$ cat config.mk
export PLATFORM = sky130hd
export DESIGN_NAME = mac_combiner
export DESIGN_NICKNAME = d
export VERILOG_FILES = /design/src/hdl/stream_mac_pkg.sv /design/src/hdl/mac_combiner.sv
export SDC_FILE = /design/constraint.sdc
export NUM_CORES = 1
export LEC_CHECK = 0
export BUFFER_PORTS_ARGS = -buffer_cell sky130_fd_sc_hd__buf_2
export CORE_UTILIZATION = 45
export CTS_CLUSTER_SIZE = 12
export DETAILED_ROUTE_END_ITERATION = 16
export GPL_ROUTABILITY_DRIVEN = 0
export PLACE_DENSITY = 0.63
export SLEW_MARGIN = 10
export SYNTH_ARGS = -nofsm -noshare
export SYNTH_HDL_FRONTEND = slang
export SYNTH_SLANG_ARGS = --single-unit
$ cat constraint.sdc
create_clock -name clk2x -period 4.04 [get_ports clk2x]
set_input_delay 0.808 -clock clk2x [delete_from_list [all_inputs] [get_ports clk2x]]
set_output_delay 0.808 -clock clk2x [all_outputs]
set_load 0.02 [all_outputs]
$ cat src/hdl/stream_mac_pkg.sv
// Stream MAC shared definitions
// Widths, register map, opcodes and the work-unit word layout

package stream_mac_pkg;

    // ----------------------------------------
    // Datapath widths
    // ----------------------------------------
    localparam int DATA_W = 16;
    localparam int ADDR_W = 10;
    localparam int LEN_W  = 8;
    // Accumulator wraps modulo 2^32
    localparam int ACC_W  = 32;
    localparam int WB_AW  = 12;

    // ----------------------------------------
    // Wishbone register map
    // ----------------------------------------
    // Write sends a work unit, read returns status
    localparam logic [WB_AW-1:0] REG_CTRL   = 12'd0;
    localparam logic [WB_AW-1:0] REG_RESULT = 12'd1;
    // Top two address bits pick the bank, low ten give the word
    localparam logic [1:0] BANK_A_SEL = 2'b01;
    localparam logic [1:0] BANK_B_SEL = 2'b10;

    // Status word bits
    localparam int STAT_BUSY_BIT = 0;
    localparam int STAT_DONE_BIT = 1;

    // Work-unit opcodes
    localparam logic [3:0] OP_DOT   = 4'd1;
    localparam logic [3:0] OP_SCALE = 4'd2;

    // ----------------------------------------
    // Work-unit word, two views of 32 bits
    // ----------------------------------------
    typedef struct packed {
        logic [3:0]        op;
        logic [LEN_W-1:0]  len;
        logic [ADDR_W-1:0] base_a;
        logic [ADDR_W-1:0] base_b;
    } wu_dot_t;

    // Same layout, last field is the constant multiplier
    typedef struct packed {
        logic [3:0]        op;
        logic [LEN_W-1:0]  len;
        logic [ADDR_W-1:0] base_a;
        logic [ADDR_W-1:0] scale;
    } wu_scale_t;

    typedef union packed {
        wu_dot_t   dot;
        wu_scale_t scale;
    } wu_word_t;

endpackage
$ cat src/hdl/mac_combiner.sv
// Multiply-accumulate combiner
// Joins two operand streams, or stream A with a constant, into one sum

`timescale 1ns/1ps

module mac_combiner
(
    input  logic                                clk2x,
    input  logic                                rst_n,
    // Run control
    input  logic                                start,
    input  logic [stream_mac_pkg::LEN_W-1:0]    len,
    input  logic                                scale_en,
    input  logic [stream_mac_pkg::DATA_W-1:0]   scale,
    // Stream A
    input  logic [stream_mac_pkg::DATA_W-1:0]   a_data,
    input  logic                                a_valid,
    output logic                                a_ready,
    // Stream B
    input  logic [stream_mac_pkg::DATA_W-1:0]   b_data,
    input  logic                                b_valid,
    output logic                                b_ready,
    // Completion
    output logic                                done,
    output logic [stream_mac_pkg::ACC_W-1:0]    result
);

    logic [stream_mac_pkg::LEN_W-1:0]  remain_q;
    logic [stream_mac_pkg::DATA_W-1:0] mult_b;
    logic [stream_mac_pkg::ACC_W-1:0]  prod_d;
    logic [stream_mac_pkg::ACC_W-1:0]  prod_q;
    logic                              prod_v_q;
    logic                              prod_last_q;
    logic [stream_mac_pkg::ACC_W-1:0]  acc_q;
    logic                              take;
    logic                              running;

    // ----------------------------------------
    // Pair join
    // ----------------------------------------
    assign running = (remain_q != '0);
    // B is ignored entirely in scale mode
    assign take    = running && a_valid && (scale_en || b_valid);
    assign a_ready = running && (scale_en || b_valid);
    assign b_ready = running && a_valid && !scale_en;

    assign mult_b = scale_en ? scale : b_data;
    // Full 32-bit unsigned product
    assign prod_d = a_data * mult_b;

    // ----------------------------------------
    // Two-stage multiply-accumulate
    // ----------------------------------------
    always_ff @(posedge clk2x or negedge rst_n)
    begin
        if (!rst_n)
        begin
            remain_q    <= '0;
            prod_v_q    <= 1'b0;
            prod_last_q <= 1'b0;
            acc_q       <= '0;
            done        <= 1'b0;
        end
        else
        begin
            prod_v_q    <= take;
            prod_last_q <= take && (remain_q == 1);
            // Empty run finishes right away
            done        <= (start && (len == '0)) || (prod_v_q && prod_last_q);
            if (start)
            begin
                remain_q <= len;
                acc_q    <= '0;
            end
            else
            begin
                if (take)
                    remain_q <= remain_q - 1'b1;
                // Sum wraps modulo 2^32
                if (prod_v_q)
                    acc_q <= acc_q + prod_q;
            end
        end
    end

    // Product stage register
    always_ff @(posedge clk2x)
    begin
        if (take)
            prod_q <= prod_d;
    end

    assign result = acc_q;

endmodule

==> out/summary.log <==
[cells_and_area] total number of nets in the final design 2,007
[timing] Hold Vio Cnt, Final 0
[timing] Least-Margin Pin Slew 942 ps
[logic_synthesis] combinational family with the most area after synthesis adder cells
[logic_synthesis] number of warnings printed during yosys synthesis 0
[worst_setup_path] Data arrival, critical path 6410 ps
[logic_synthesis] post-synth design cell area 13,000 um2
[global_routing] largest net degree at the start of global routing 50
[cells_and_area] Antenna diodes 0
[route] routed wire length 31.6 mm
[cells_and_area] share of post-route cells with drive strength above 1 23.6%
[route] via count 10,100
[logic_synthesis] complex-gate fraction of the synthesized area 10.3%
[placed_design] buffers added on ports 96
[clocking] maximum clock path buffer count 2
[logic_synthesis] average footprint of a synthesized cell 9.34 um2
[clocking] htree depth 3
[job] Maximum Capacitance Violations 0
[logic_synthesis] proportion of synthesized flip-flops having asynchronous set or reset 57.3%
[logic_synthesis] Synth top cells by count sky130_fd_sc_hd__inv_1 (222), sky130_fd_sc_hd__fa_1 (195), sky130_fd_sc_hd__nand2_1 (175), sky130_fd_sc_hd__ha_1 (138), sky130_fd_sc_hd__and2_1 (89)
[cells_and_area] final instance area 15,900 um2
[logic_synthesis] number of nets in the synthesized netlist 1,791
[global_routing] number of global-route vias before repair 10,600
[worst_setup_path] minimum setup slack among reg-to-reg paths 840 ps
[cells_and_area] Layout Area Growth over Synthesis 22.1%
[clocking] CTS Buf Count 9
[die] Top Ports 97
[global_routing] number of antenna violations at the first check in global routing 0
[clocking] clock net sink count 75
[clocking] TritonCTS clock tree yes
[logic_synthesis] number of instances in the synthesized netlist 1,396
[logic_synthesis] adder and majority cell fraction of the synthesized area 43.2%
[timing] max-slew violation count 0
[worst_setup_path] kind of capture point of the worst setup path register
[route] Routed Antenna Nets 0
[logic_synthesis] xor/xnor cell area share of the yosys netlist 3.83%
[logic_synthesis] multiplexer fraction of the synthesized cell area 2.91%
[die] Total Die Area 29,600 um2
[hold_path] end of the worst hold path done
[logic_synthesis] top_reg_cell synth sky130_fd_sc_hd__dfrtp_1
[hold_path] Tightest Hold Check Type reg -> reg
[run_status] violations in the final reports negative setup slack
[global_routing] aggregate global-route resource usage 22.7%
[die] Core Region 28,200 um2
[timing] setup_tns -44,780 ps
[timing] post-route worst setup slack -2290 ps
[timing] tightest slew margin relative to the limit 37.2%
[placed_design] placed cells 1,967
[timing] fraction of the cycle the final worst path needs 157%
[placed_design] placed instance area 15,200 um2
[global_routing] Overflow after GRT 0
[clocking] root buffer selected by CTS sky130_fd_sc_hd__clkbuf_16
[cells_and_area] final core area utilization 56.5%
[worst_setup_path] crit path launch type input pin
[run_status] run status complete, but fails checks
[die] Die Y 172 um
[worst_setup_path] Reg-to-Reg Start result[0]
[cells_and_area] Final Instance Count excl. Fillers 1,995
[clocking] Worst-path clk slew 50 ps
[route] routed wirelength normalized by instance count 15.8 um
[logic_synthesis] count of state elements after synthesis 75
[die] Initial Utilization 46.3%
[worst_setup_path] Req. time, crit path 4120 ps
[logic_synthesis] leading cell type by number of instances after synthesis sky130_fd_sc_hd__inv_1
[timing] final clock skew 8.87 ps
[logic_synthesis] sequential area share after synthesis 15.6%
[die] site row count 61
[logic_synthesis] area share of the leading cell type in the synthesized netlist 30.0%
[route] # DRC 0
[timing] fin crit period 6330 ps
[logic_synthesis] Synth area leaders sky130_fd_sc_hd__fa_1 (30%), sky130_fd_sc_hd__ha_1 (13%), sky130_fd_sc_hd__dfrtp_1 (8.3%)
[logic_synthesis] fraction of the mapped netlist area in simple logic gates 16.2%
[logic_synthesis] number of flops mapped to enable cells by yosys 32
[route] Iteration-0 DRC Markers 520
[route] TritonRoute pass-1 iters 5
[timing] Finish-stage setup viols 27
[global_routing] first-pass GRT wire length 52.7 mm
[worst_setup_path] end of the worst register-to-register path result[28]
[placed_design] detailed placer's ending HPWL 26.8 mm
[timing] RSZ-0062 raised after global routing true
[worst_setup_path] Setup CP Type in -> reg
[hold_path] Hold Crit Start prod_last_q
[clocking] worst-skew pair later-pin latency 340 ps
[logic_synthesis] library cell with the largest summed area after synthesis sky130_fd_sc_hd__fa_1
[timing] Highest Clock Rate 158 MHz
[hold_path] Hold Crit Depth 1
[logic_synthesis] synth unique cells 71
[route] vias per inst 5.08
[die] Die W 172 um
[worst_setup_path] peak fanout along the critical path 7
[worst_setup_path] reg2reg path depth 11
[area by class of cell]
type	instances	area [um2]
Fill cell	2487	12200
Multi-Input combinational cell	1051	10500
Sequential cell	75	2040
Timing Repair Buffer	253	1770
Inverter	222	833
Tap cell	378	473
Clock buffer	10	239
Clock inverter	6	78.8
[cell families (layout without fill, tap and decap cells)]
| family | Yosys count | in the layout |
|---|---|---|
| adders and majority gates | 333 | 333 |
| and+or+nand+nor | 432 | 432 |
| xor gates and xnor gates | 57 | 57 |
| muxes | 36 | 39 |
| buffers and inverters | 273 | 491 |
| DFF | 75 | 75 |
| AOI/OAI and AO/OA | 190 | 190 |
[worst max path at each step]
stage                         from          to  slack [ps]
after CTS                 scale_en  prod_q[28]       -2230
after detailed placement  scale_en  prod_q[28]       -2800
after floorplan           scale_en  prod_q[28]       -2440
final                     scale_en  prod_q[23]       -2290
after global placement    scale_en  prod_q[29]       -2700
after global routing      scale_en  prod_q[23]       -2450
[critical path: stages]
cell                       delay, ps
sky130_fd_sc_hd__buf_12          120
sky130_fd_sc_hd__buf_12          140
sky130_fd_sc_hd__mux2_4          320
sky130_fd_sc_hd__and2_4          170
sky130_fd_sc_hd__fa_1            540
sky130_fd_sc_hd__inv_2            40
sky130_fd_sc_hd__fa_1            530
sky130_fd_sc_hd__inv_1            50
sky130_fd_sc_hd__fa_1            510
sky130_fd_sc_hd__fa_1            450
sky130_fd_sc_hd__fa_1            500
sky130_fd_sc_hd__inv_1            50
sky130_fd_sc_hd__fa_1            490
sky130_fd_sc_hd__inv_2            50
sky130_fd_sc_hd__ha_4            220
sky130_fd_sc_hd__a21o_1          200
sky130_fd_sc_hd__a21oi_2         160
sky130_fd_sc_hd__o21ai_2          80
sky130_fd_sc_hd__a311o_1         300
sky130_fd_sc_hd__a21o_2          230
sky130_fd_sc_hd__a21oi_4         180
sky130_fd_sc_hd__o21bai_1        110
sky130_fd_sc_hd__xor2_1          160
[through the flow]
stage,hold slack [ps],worst slack [ps]
floorplan,442,-2440
global placement,450,-2700
detailed placement,484,-2800
CTS,501,-2230
global route,514,-2450
finish,498,-2290
[per-layer routing]
| layer | share of wire, % | global-route usage (%) | wire length (um) | vias to the layer above |
|---|---|---|---|---|
| met5 | 0 | 0 | 0 | - |
| met4 | 1.7 | 6.04 | 534 | 0 |
| met3 | 4.1 | 2.70 | 1310 | 37 |
| met2 | 47 | 37.9 | 14900 | 234 |
| met1 | 47 | 31.1 | 14900 | 4962 |
| li1 | - | - | - | 4910 |
[registers in the layout, indices dropped and copies added (netlist names)]
name,flops
remain_q,8
prod_q,32
prod_v_q,1
result,32
done,1
prod_last_q,1
[placed cells by master (no fill, tap or decap), types with 11 or more instances in the layout]
cell,count
sky130_fd_sc_hd__nor2_1,57
sky130_fd_sc_hd__dfrtp_1,43
sky130_fd_sc_hd__fa_1,184
sky130_fd_sc_hd__o21ai_0,24
sky130_fd_sc_hd__a21o_1,28
sky130_fd_sc_hd__buf_4,145
sky130_fd_sc_hd__a21oi_1,41
sky130_fd_sc_hd__mux2_4,11
sky130_fd_sc_hd__xor2_1,18
sky130_fd_sc_hd__edfxtp_1,32
sky130_fd_sc_hd__xnor2_1,35
sky130_fd_sc_hd__buf_2,95
sky130_fd_sc_hd__mux2i_1,18
sky130_fd_sc_hd__and2_1,85
sky130_fd_sc_hd__fa_2,11
sky130_fd_sc_hd__ha_4,14
sky130_fd_sc_hd__nand3_1,12
sky130_fd_sc_hd__nand2_1,167
sky130_fd_sc_hd__inv_1,216
sky130_fd_sc_hd__a21oi_2,13
sky130_fd_sc_hd__ha_1,123
sky130_fd_sc_hd__nor2b_1,46
[repair_timing]
action / in CTS / in global routing
endpoints found under the setup margin: 28 / 27
hold buffers: 0 / 0
gates cloned: 3 / 0
setup buffers: 8 / 3
pin swaps: 9 / 11
resized for setup: 26 / 28
Power is not shown: default switching activity piles up to over one toggle a cycle in this logic, so the estimate is an artifact.
