`src/hdl/stream_mac_pkg.sv`:
```
// Stream MAC shared definitions
// Widths, register map, opcodes and the work-unit word layout

package stream_mac_pkg;

    // ----------------------------------------
    // Datapath widths
    // ----------------------------------------
    localparam int DATA_W = 16;
    localparam int ADDR_W = 10;
    localparam int LEN_W  = 8;
    // Accumulator wraps modulo 2^32
    localparam int ACC_W  = 32;
    localparam int WB_AW  = 12;

    // ----------------------------------------
    // Wishbone register map
    // ----------------------------------------
    // Write sends a work unit, read returns status
    localparam logic [WB_AW-1:0] REG_CTRL   = 12'd0;
    localparam logic [WB_AW-1:0] REG_RESULT = 12'd1;
    // Top two address bits pick the bank, low ten give the word
    localparam logic [1:0] BANK_A_SEL = 2'b01;
    localparam logic [1:0] BANK_B_SEL = 2'b10;

    // Status word bits
    localparam int STAT_BUSY_BIT = 0;
    localparam int STAT_DONE_BIT = 1;

    // Work-unit opcodes
    localparam logic [3:0] OP_DOT   = 4'd1;
    localparam logic [3:0] OP_SCALE = 4'd2;

    // ----------------------------------------
    // Work-unit word, two views of 32 bits
    // ----------------------------------------
    typedef struct packed {
        logic [3:0]        op;
        logic [LEN_W-1:0]  len;
        logic [ADDR_W-1:0] base_a;
        logic [ADDR_W-1:0] base_b;
    } wu_dot_t;

    // Same layout, last field is the constant multiplier
    typedef struct packed {
        logic [3:0]        op;
        logic [LEN_W-1:0]  len;
        logic [ADDR_W-1:0] base_a;
        logic [ADDR_W-1:0] scale;
    } wu_scale_t;

    typedef union packed {
        wu_dot_t   dot;
        wu_scale_t scale;
    } wu_word_t;

endpackage
```
`src/hdl/wb_wu_front.sv`:
```
// Wishbone classic slave front end
// Steers bank writes, decodes work units and keeps busy and done status

`timescale 1ns/1ps

module wb_wu_front
(
    input  logic                                clk2x,
    input  logic                                rst_n,
    // Wishbone slave
    input  logic                                wb_cyc,
    input  logic                                wb_stb,
    input  logic                                wb_we,
    input  logic [stream_mac_pkg::WB_AW-1:0]    wb_adr,
    input  logic [31:0]                         wb_wdata,
    output logic [31:0]                         wb_rdata,
    output logic                                wb_ack,
    // Bank write port shared by both readers
    output logic                                bank_we_a,
    output logic                                bank_we_b,
    output logic [stream_mac_pkg::ADDR_W-1:0]   bank_addr,
    output logic [stream_mac_pkg::DATA_W-1:0]   bank_wdata,
    // Work-unit launch
    output logic                                start_a,
    output logic                                start_b,
    output logic [stream_mac_pkg::ADDR_W-1:0]   base_a,
    output logic [stream_mac_pkg::ADDR_W-1:0]   base_b,
    output logic [stream_mac_pkg::LEN_W-1:0]    len,
    output logic                                comb_start,
    output logic                                scale_en,
    output logic [stream_mac_pkg::DATA_W-1:0]   scale,
    // Completion from the combiner
    input  logic                                done,
    input  logic [stream_mac_pkg::ACC_W-1:0]    result
);

    stream_mac_pkg::wu_word_t wu;
    logic [1:0] region;
    logic       wr_en;
    logic       op_dot;
    logic       op_scale;
    logic       accept;
    logic       busy_q;
    logic       done_q;

    // ----------------------------------------
    // Wishbone handshake
    // ----------------------------------------
    // Ack one cycle after the strobe and never two in a row
    always_ff @(posedge clk2x or negedge rst_n)
    begin
        if (!rst_n)
            wb_ack <= 1'b0;
        else
            wb_ack <= wb_cyc && wb_stb && !wb_ack;
    end

    // Writes land on the ack cycle
    assign wr_en  = wb_ack && wb_cyc && wb_stb && wb_we;
    assign region = wb_adr[stream_mac_pkg::WB_AW-1 -: 2];

    // Bank writes dropped while a work unit runs
    assign bank_we_a  = wr_en && !busy_q && (region == stream_mac_pkg::BANK_A_SEL);
    assign bank_we_b  = wr_en && !busy_q && (region == stream_mac_pkg::BANK_B_SEL);
    assign bank_addr  = wb_adr[stream_mac_pkg::ADDR_W-1:0];
    assign bank_wdata = wb_wdata[stream_mac_pkg::DATA_W-1:0];

    // Only status and result read back nonzero
    always_comb
    begin
        wb_rdata = '0;
        if (wb_adr == stream_mac_pkg::REG_CTRL)
        begin
            wb_rdata[stream_mac_pkg::STAT_BUSY_BIT] = busy_q;
            wb_rdata[stream_mac_pkg::STAT_DONE_BIT] = done_q;
        end
        else if (wb_adr == stream_mac_pkg::REG_RESULT)
            wb_rdata = result;
    end

    // ----------------------------------------
    // Work-unit decode
    // ----------------------------------------
    assign wu       = wb_wdata;
    // Opcode sits in the same bits in both views
    assign op_dot   = (wu.dot.op == stream_mac_pkg::OP_DOT);
    assign op_scale = (wu.dot.op == stream_mac_pkg::OP_SCALE);
    // Unknown opcodes and writes while busy are acked and dropped
    assign accept   = wr_en && !busy_q && (wb_adr == stream_mac_pkg::REG_CTRL)
                      && (op_dot || op_scale);

    // Launch pulses and status flags
    always_ff @(posedge clk2x or negedge rst_n)
    begin
        if (!rst_n)
        begin
            busy_q     <= 1'b0;
            done_q     <= 1'b0;
            start_a    <= 1'b0;
            start_b    <= 1'b0;
            comb_start <= 1'b0;
            scale_en   <= 1'b0;
        end
        else
        begin
            start_a    <= accept;
            // Stream B idles in scale mode
            start_b    <= accept && op_dot;
            comb_start <= accept;
            if (accept)
            begin
                busy_q   <= 1'b1;
                done_q   <= 1'b0;
                scale_en <= op_scale;
            end
            else if (done)
            begin
                busy_q <= 1'b0;
                done_q <= 1'b1;
            end
        end
    end

    // Work-unit fields held for the whole run
    always_ff @(posedge clk2x)
    begin
        if (accept)
        begin
            // Length and base A share their bits in both views
            len    <= wu.dot.len;
            base_a <= wu.dot.base_a;
            if (op_dot)
                base_b <= wu.dot.base_b;
            else
                // Zero-extend the 10-bit constant
                scale  <= {{(stream_mac_pkg::DATA_W - $bits(wu.scale.scale)){1'b0}},
                           wu.scale.scale};
        end
    end

endmodule

```
`config.mk`:
```
export PLATFORM = sky130hd
export DESIGN_NAME = wb_wu_front
export DESIGN_NICKNAME = d
export VERILOG_FILES = /design/src/hdl/stream_mac_pkg.sv /design/src/hdl/wb_wu_front.sv
export SDC_FILE = /design/constraint.sdc
export NUM_CORES = 1
export LEC_CHECK = 0
export BUFFER_PORTS_ARGS = -buffer_cell sky130_fd_sc_hd__buf_2
export CELL_PAD_IN_SITES_DETAIL_PLACEMENT = 0
export CELL_PAD_IN_SITES_GLOBAL_PLACEMENT = 1
export CORE_AREA = 4 4 73 125
export DETAILED_ROUTE_END_ITERATION = 16
export DIE_AREA = 0 0 77 129
export GPL_ROUTABILITY_DRIVEN = 0
export GPL_TIMING_DRIVEN = 0
export PLACE_DENSITY_LB_ADDON = 0.1
export SYNTH_ARGS = -nofsm -noshare
export SYNTH_HDL_FRONTEND = slang
export SYNTH_SLANG_ARGS = --single-unit
```
`constraint.sdc`:
```
create_clock -name clk2x -period 2.2 [get_ports clk2x]
set_input_delay 0.11 -clock clk2x [delete_from_list [all_inputs] [get_ports clk2x]]
set_output_delay 0.11 -clock clk2x [all_outputs]
set_load 0.01 [all_outputs]
```
==> results of run 1 <==
[stage by stage]
step	cells	total power [mW]	instance area, um2	hold slack (ps)
finish	438	1.80	3270	10.6
global route	438	1.90	3270	0.440
CTS	438	1.83	3270	3.56
detailed placement	419	1.11	3020	-40.1
global placement	419	1.10	3020	-48.0
floorplan	145	0.997	1990	-186
[state kept, by name, indices dropped and copies added, names as in the netlist]
register	flops
start_b	1
busy_q	1
wb_ack	1
done_q	1
comb_start	1
scale	10
base_a	10
len	8
scale_en	1
base_b	10
[worst paths after layout]
| kind | endpoint | depth (start not counted) | slack (ps) | from |
|---|---|---|---|---|
| max | base_b[3]$_DFFE_PP_ | 6 | 250 | wb_adr[5] |
| min | base_a[6]$_DFFE_PP_ | 1 | 10 | wb_wdata[16] |
| max reg2reg | base_b[3]$_DFFE_PP_ | 5 | 380 | wb_ack$_DFF_PN0_ |
| min reg2reg | wb_ack$_DFF_PN0_ | 1 | 440 | wb_ack$_DFF_PN0_ |
| max in group asynchronous | scale_en$_DFFE_PN0P_ | 2 | 1820 | rst_n |
| min in group asynchronous | wb_ack$_DFF_PN0_ | 2 | 220 | rst_n |
[metal layers]
metal | up-vias | global-route usage (%) | share of wire (%)
met5 | - | 0 | 0
met4 | 0 | 5.35 | 1.9
met3 | 6 | 5.04 | 14
met2 | 127 | 21.5 | 55
met1 | 747 | 10.2 | 29
li1 | 856 | - | -
[power by group through the flow]
stage | clock network [mW] | registers, mW | logic, mW
final | 0.696 | 0.908 | 0.193
after global routing | 0.773 | 0.907 | 0.215
after CTS | 0.723 | 0.908 | 0.197
after detailed placement | 0 | 0.926 | 0.180
after global placement | 0 | 0.926 | 0.178
after floorplan | 0 | 0.926 | 0.0705
[cell usage in the layout (no fill, tap or decap)]
cell type / instances
a21o_1: 1
a22o_1: 2
and2_1: 30
and2_2: 1
and2b_2: 1
and4b_1: 1
buf_2: 184
buf_4: 34
buf_6: 3
clkbuf_1: 2
clkbuf_16: 5
clkinv_1: 1
conb_1: 6
dfrtp_1: 6
dlygate4sd3_1: 11
edfxtp_1: 38
inv_1: 2
mux2i_1: 1
nand2_1: 2
nand2b_1: 1
nand4_1: 1
nor2_1: 5
nor2b_1: 1
nor3_1: 2
nor4_1: 1
nor4_4: 1
nor4b_1: 3
or4_4: 1
xnor2_1: 1
[area by class of cell]
cell class                 count  area, um2
fill                         813       4750
sequential                    44       1290
timing repair buffer         195       1030
multi-input combinational     62        400
buffer                        37        289
clock buffer                   7        133
tap                           90        113
inverter                       2       7.51
clock inverter                 1       3.75
[cell families (layout without fill, tap and decap cells)]
kind of cell | Yosys count | after routing | synth area share, %
and+or+nand+nor | 51 | 51 | 16.9
DFF | 44 | 44 | 65.6
buffers and inverters | 39 | 242 | 15.1
AOI/OAI and AO/OA | 3 | 3 | 1.27
other | 1 | 6 | 0.191
xor gates and xnor gates | 1 | 1 | 0.445
muxes | 1 | 1 | 0.509
[what timing repair did]
action | CTS | global route
setup buffers | 0 | 0
hold buffers | 11 | 0
hold endpoints to repair | 16 | 0
setup endpoints to repair | 0 | 20
gates resized for setup | 0 | 2
[worst max-delay path: stages]
cell     delay (ps)
buf_2           100
or4_4           550
nor4_1          220
and4b_1         230
buf_4           290
and2_2          390
==> results.toml, run 1 <==
[timing]
max_freq_mhz = 513
fin_setup_tns_ps = 0
finalCritPeriodShare_pct = 88.6
worst_pin_slew_ps = 502
hold_viol = 0
slew_violations = 0
setup_slack_ps = 251
rsz0062_at_grt = "false"
setup_viol = 0
slew_headroom_pct = 66.0
finClkSkew_ps = 2.59
finalCriticalPeriod_ps = 1950

[final_layout]
final_core_util_pct = 40.8
n_antenna_cell = 0
drive_above_1_share_pct = 66.1
syn_to_final_growth_pct = 66.2
nNetsFinal = 429

[clock_tree]
htreeDepth = 2
cts_tree = "done"
worstSkewPairLatency_ps = 280
cts_inserted_buffers = 5
clkTransAtPathRegs_ps = 60
clock_sinks = 44
cts_root_buffer = "clkbuf_16"
clock_path_buffers = 2

[global_routing]
gr-total-overflow = 0
grt_antenna_before_repair = 0
grt_usage_pct = 11.4
grt_first_pass_wirelength_um = 8610
grt_max_degree = 25
grt_pass1_vias = 1627

[setup_path]
path_class = "input port to flip-flop"
critPathLaunchType = "input port"
critPathArrivalTime_ps = 1910
critical_path_required_ps = 2160
end_kind = "flip-flop"
path_max_fanout = 24

[job]
cap_viol_max_count = 0

[die]
num_io_pins = 191
start_util_pct = 24.5
dieArea_um2 = 9930
fp.dieH_um = 129
core.rowCount = 43
coreArea_um2 = 8020
fp.dieW_um = 77

[power_and_ir_drop]
peakVddDrop_mv = 0.738
pwr-share-comb_pct = 10.7
p_sw_uw = 353
p_int_mw = 1.45
seqPwrFrac_pct = 50.5
power_leakage_nw = 1.69
p_sw_share_pct = 19.6
p_per_area_nw_per_um2 = 550
p_clk_share_pct = 38.7

[route]
wl_per_cell_um = 13.3
drcViolationCount = 0
drt_pass1_iterations = 4
routed_via_density = 3.96
num_vias = 1736
drt-total-wl_um = 5810
postRouteAntennaNets = 0
drt_iter0_drc = 24

[synth]
yosysTopAreaCellShare_pct = 58.0
yosysSeqAreaShare_pct = 65.6
synth-seq-cells = 44
synth_edf_count = 38
ys_warn_count = 0
async_reset_ff_share_pct = 13.6
syn_area_um2 = 1970
netlist_instances = 140
synth_most_common_cell = "edfxtp_1"
synth_common_cells = "edfxtp_1, buf_4, and2_1, dfrtp_1, nor2_1"
postSynthAreaPerCell_um2 = 14.0
yosys_most_used_dff = "edfxtp_1"
synth_top_cells_by_area = "edfxtp_1, buf_4, and2_1, dfrtp_1, buf_6"
synth_cell_types = 23
synth_top_area_cell = "edfxtp_1"

[hold_path]
hp-class = "input port to flip-flop"

[outcome]
status = "finished clean"

[place]
post-dp-hpwl_um = 4880
dp_slack_ps = -287
numPortBuffers = 184
No activity file was read; power rests on OpenSTA's default activity.
==> run 2, diff against run 1 <==
Settings changed: CORE_AREA 4 4 73 125 to 4 4 120 76, DIE_AREA 0 0 77 129 to 0 0 124 80.
==> results.toml, run 2 (synthesized netlist as in run 1, its figures left out) <==
[place]
place_inst = 437
dp_slack_ps = -314
numPortBuffers = 184
placed_cell_area_um2 = 3040
post-dp-hpwl_um = 4720

[die]
core.rowCount = 25
start_util_pct = 25.1
fp.dieH_um = 80
fp.dieW_um = 124
coreArea_um2 = 7850
dieArea_um2 = 9920
num_io_pins = 191

[global_routing]
grt_max_degree = 25
grt_antenna_before_repair = 0
grt_first_pass_wirelength_um = 8130
grt_usage_pct = 10.9
grt_pass1_vias = 1635
gr-total-overflow = 0

[setup_path]
path_max_fanout = 24
cp_slowest_cell = "or4_4"
critPathLaunchType = "input port"
crit_path_cell_trace = "buf_2 -> or4_4 -> nor4_1 -> and4b_1 -> buf_4 -> and2_2"
max_stage_delay_ps = 560
critical_path_required_ps = 2160
worst-path-buf-inv = 2
end_kind = "flip-flop"
path_class = "input port to flip-flop"
critPathArrivalTime_ps = 1950
crit_family = "simple AND/OR/NAND/NOR gates"

[final_layout]
mostFrequentLayoutCells = "buf_2, edfxtp_1, buf_4, and2_1, dlygate4sd3_1"
nNetsFinal = 430
syn_to_final_growth_pct = 68.0
nFillCells = 747
stdcell_area_um2 = 3300
reg_top3 = "base_a x10, base_b x10, scale x10"
final_core_util_pct = 42.1
fin_cells = 457
drive_above_1_share_pct = 66.2
layout_commonest_cell = "buf_2"
n_antenna_cell = 0

[timing]
max_freq_mhz = 502
hold_viol = 0
finClkSkew_ps = 2.57
setup_slack_ps = 206
rsz0062_at_grt = "false"
slew_violations = 0
setup_viol = 0
finalCritPeriodShare_pct = 90.6
finalCriticalPeriod_ps = 1990

[clock_tree]
post-cts-setup-buffers = 0
htreeDepth = 2
clkTransAtPathRegs_ps = 60
cts_root_buffer = "clkbuf_16"
cts_inserted_buffers = 5
cts_tree = "done"
worstSkewPairLatency_ps = 280
clock_path_buffers = 2
clock_sinks = 44

[route]
wl_met3_um = 776
drt_iter0_drc = 40
wl_per_cell_um = 12.6
top_layer = "met4"
drcViolationCount = 0
drt_pass1_iterations = 4
postRouteAntennaNets = 0
num_vias = 1682
drt-total-wl_um = 5760
routed_via_density = 3.68
m1WireLength_um = 2170
wl_met2_um = 2780

[power_and_ir_drop]
peakVddDrop_mv = 0.352
power_leakage_nw = 1.69
total_power_mw = 1.82
p_per_area_nw_per_um2 = 550

[outcome]
status = "finished clean"

[hold_path]
hp-class = "input port to flip-flop"

[job]
cap_viol_max_count = 0
run 2: cell count changes in the layout (fill, tap and decap cells not counted), sizes merged:
cell / previous run / this run
clkbuf: 7 / 6
clkinvlp: 0 / 1
dlygate4sd3: 11 / 12
run 2: power breakdown:
group / total (mW) / internal, mW / switching [mW]
Sequential: 0.908 / 0.907 / 0.000746
Clock: 0.716 / 0.417 / 0.299
Combinational: 0.194 / 0.121 / 0.0723
Total: 1.82 / 1.45 / 0.372
run 2: path summary, 6_finish.rpt:
kind / start / to / slack (ps) / cells past startpoint
max: wb_adr[5] / base_b[7]$_DFFE_PP_ / 210 / 6
min: wb_wdata[24] / len[4]$_DFFE_PP_ / 10 / 1
max reg2reg: wb_ack$_DFF_PN0_ / base_b[7]$_DFFE_PP_ / 350 / 5
min reg2reg: wb_ack$_DFF_PN0_ / wb_ack$_DFF_PN0_ / 450 / 1
max in group asynchronous: rst_n / scale_en$_DFFE_PN0P_ / 1850 / 2
min in group asynchronous: rst_n / wb_ack$_DFF_PN0_ / 200 / 2
run 2: area by class of cell:
class                   count  area, um2  area share [%]
clock inverters             2       11.3           0.341
repair buffers            196       1040            31.5
flip-flops and latches     44       1290            39.1
multi-input cells          62        400            12.1
clock buffers               6        129            3.90
well taps                 108        135            4.09
inverters                   2       7.51           0.227
plain buffers              37        289            8.75
run 2: stage by stage:
step	hold WS (ps)	TNS [ps]
6_report	11.2	0
5_1_grt	4.77	0
4_1_cts	1.34	0
3_5_place_dp	-49.4	-5480
3_3_place_gp	-51.3	-5910
2_1_floorplan	-186	0
run 2: what timing repair did:
item,in CTS,in global routing
endpoints found under the hold margin,17,0
gates cloned,0,0
hold buffers,12,0
setup endpoints to repair,10,10
gates resized for setup,1,1
pin swaps,0,0
run 2: per-layer routing:
metal	vias up	track usage (%)
met5	-	0
met4	0	2.30
met3	4	5.38
met2	101	19.0
met1	723	11.9
li1	854	-
run 2: worst reg2reg max path, cell delays in order (launching register included):
cell	delay (ps)
dfrtp_1	370
nand4_1	160
nor2_1	120
and4b_1	190
buf_4	290
and2_2	390
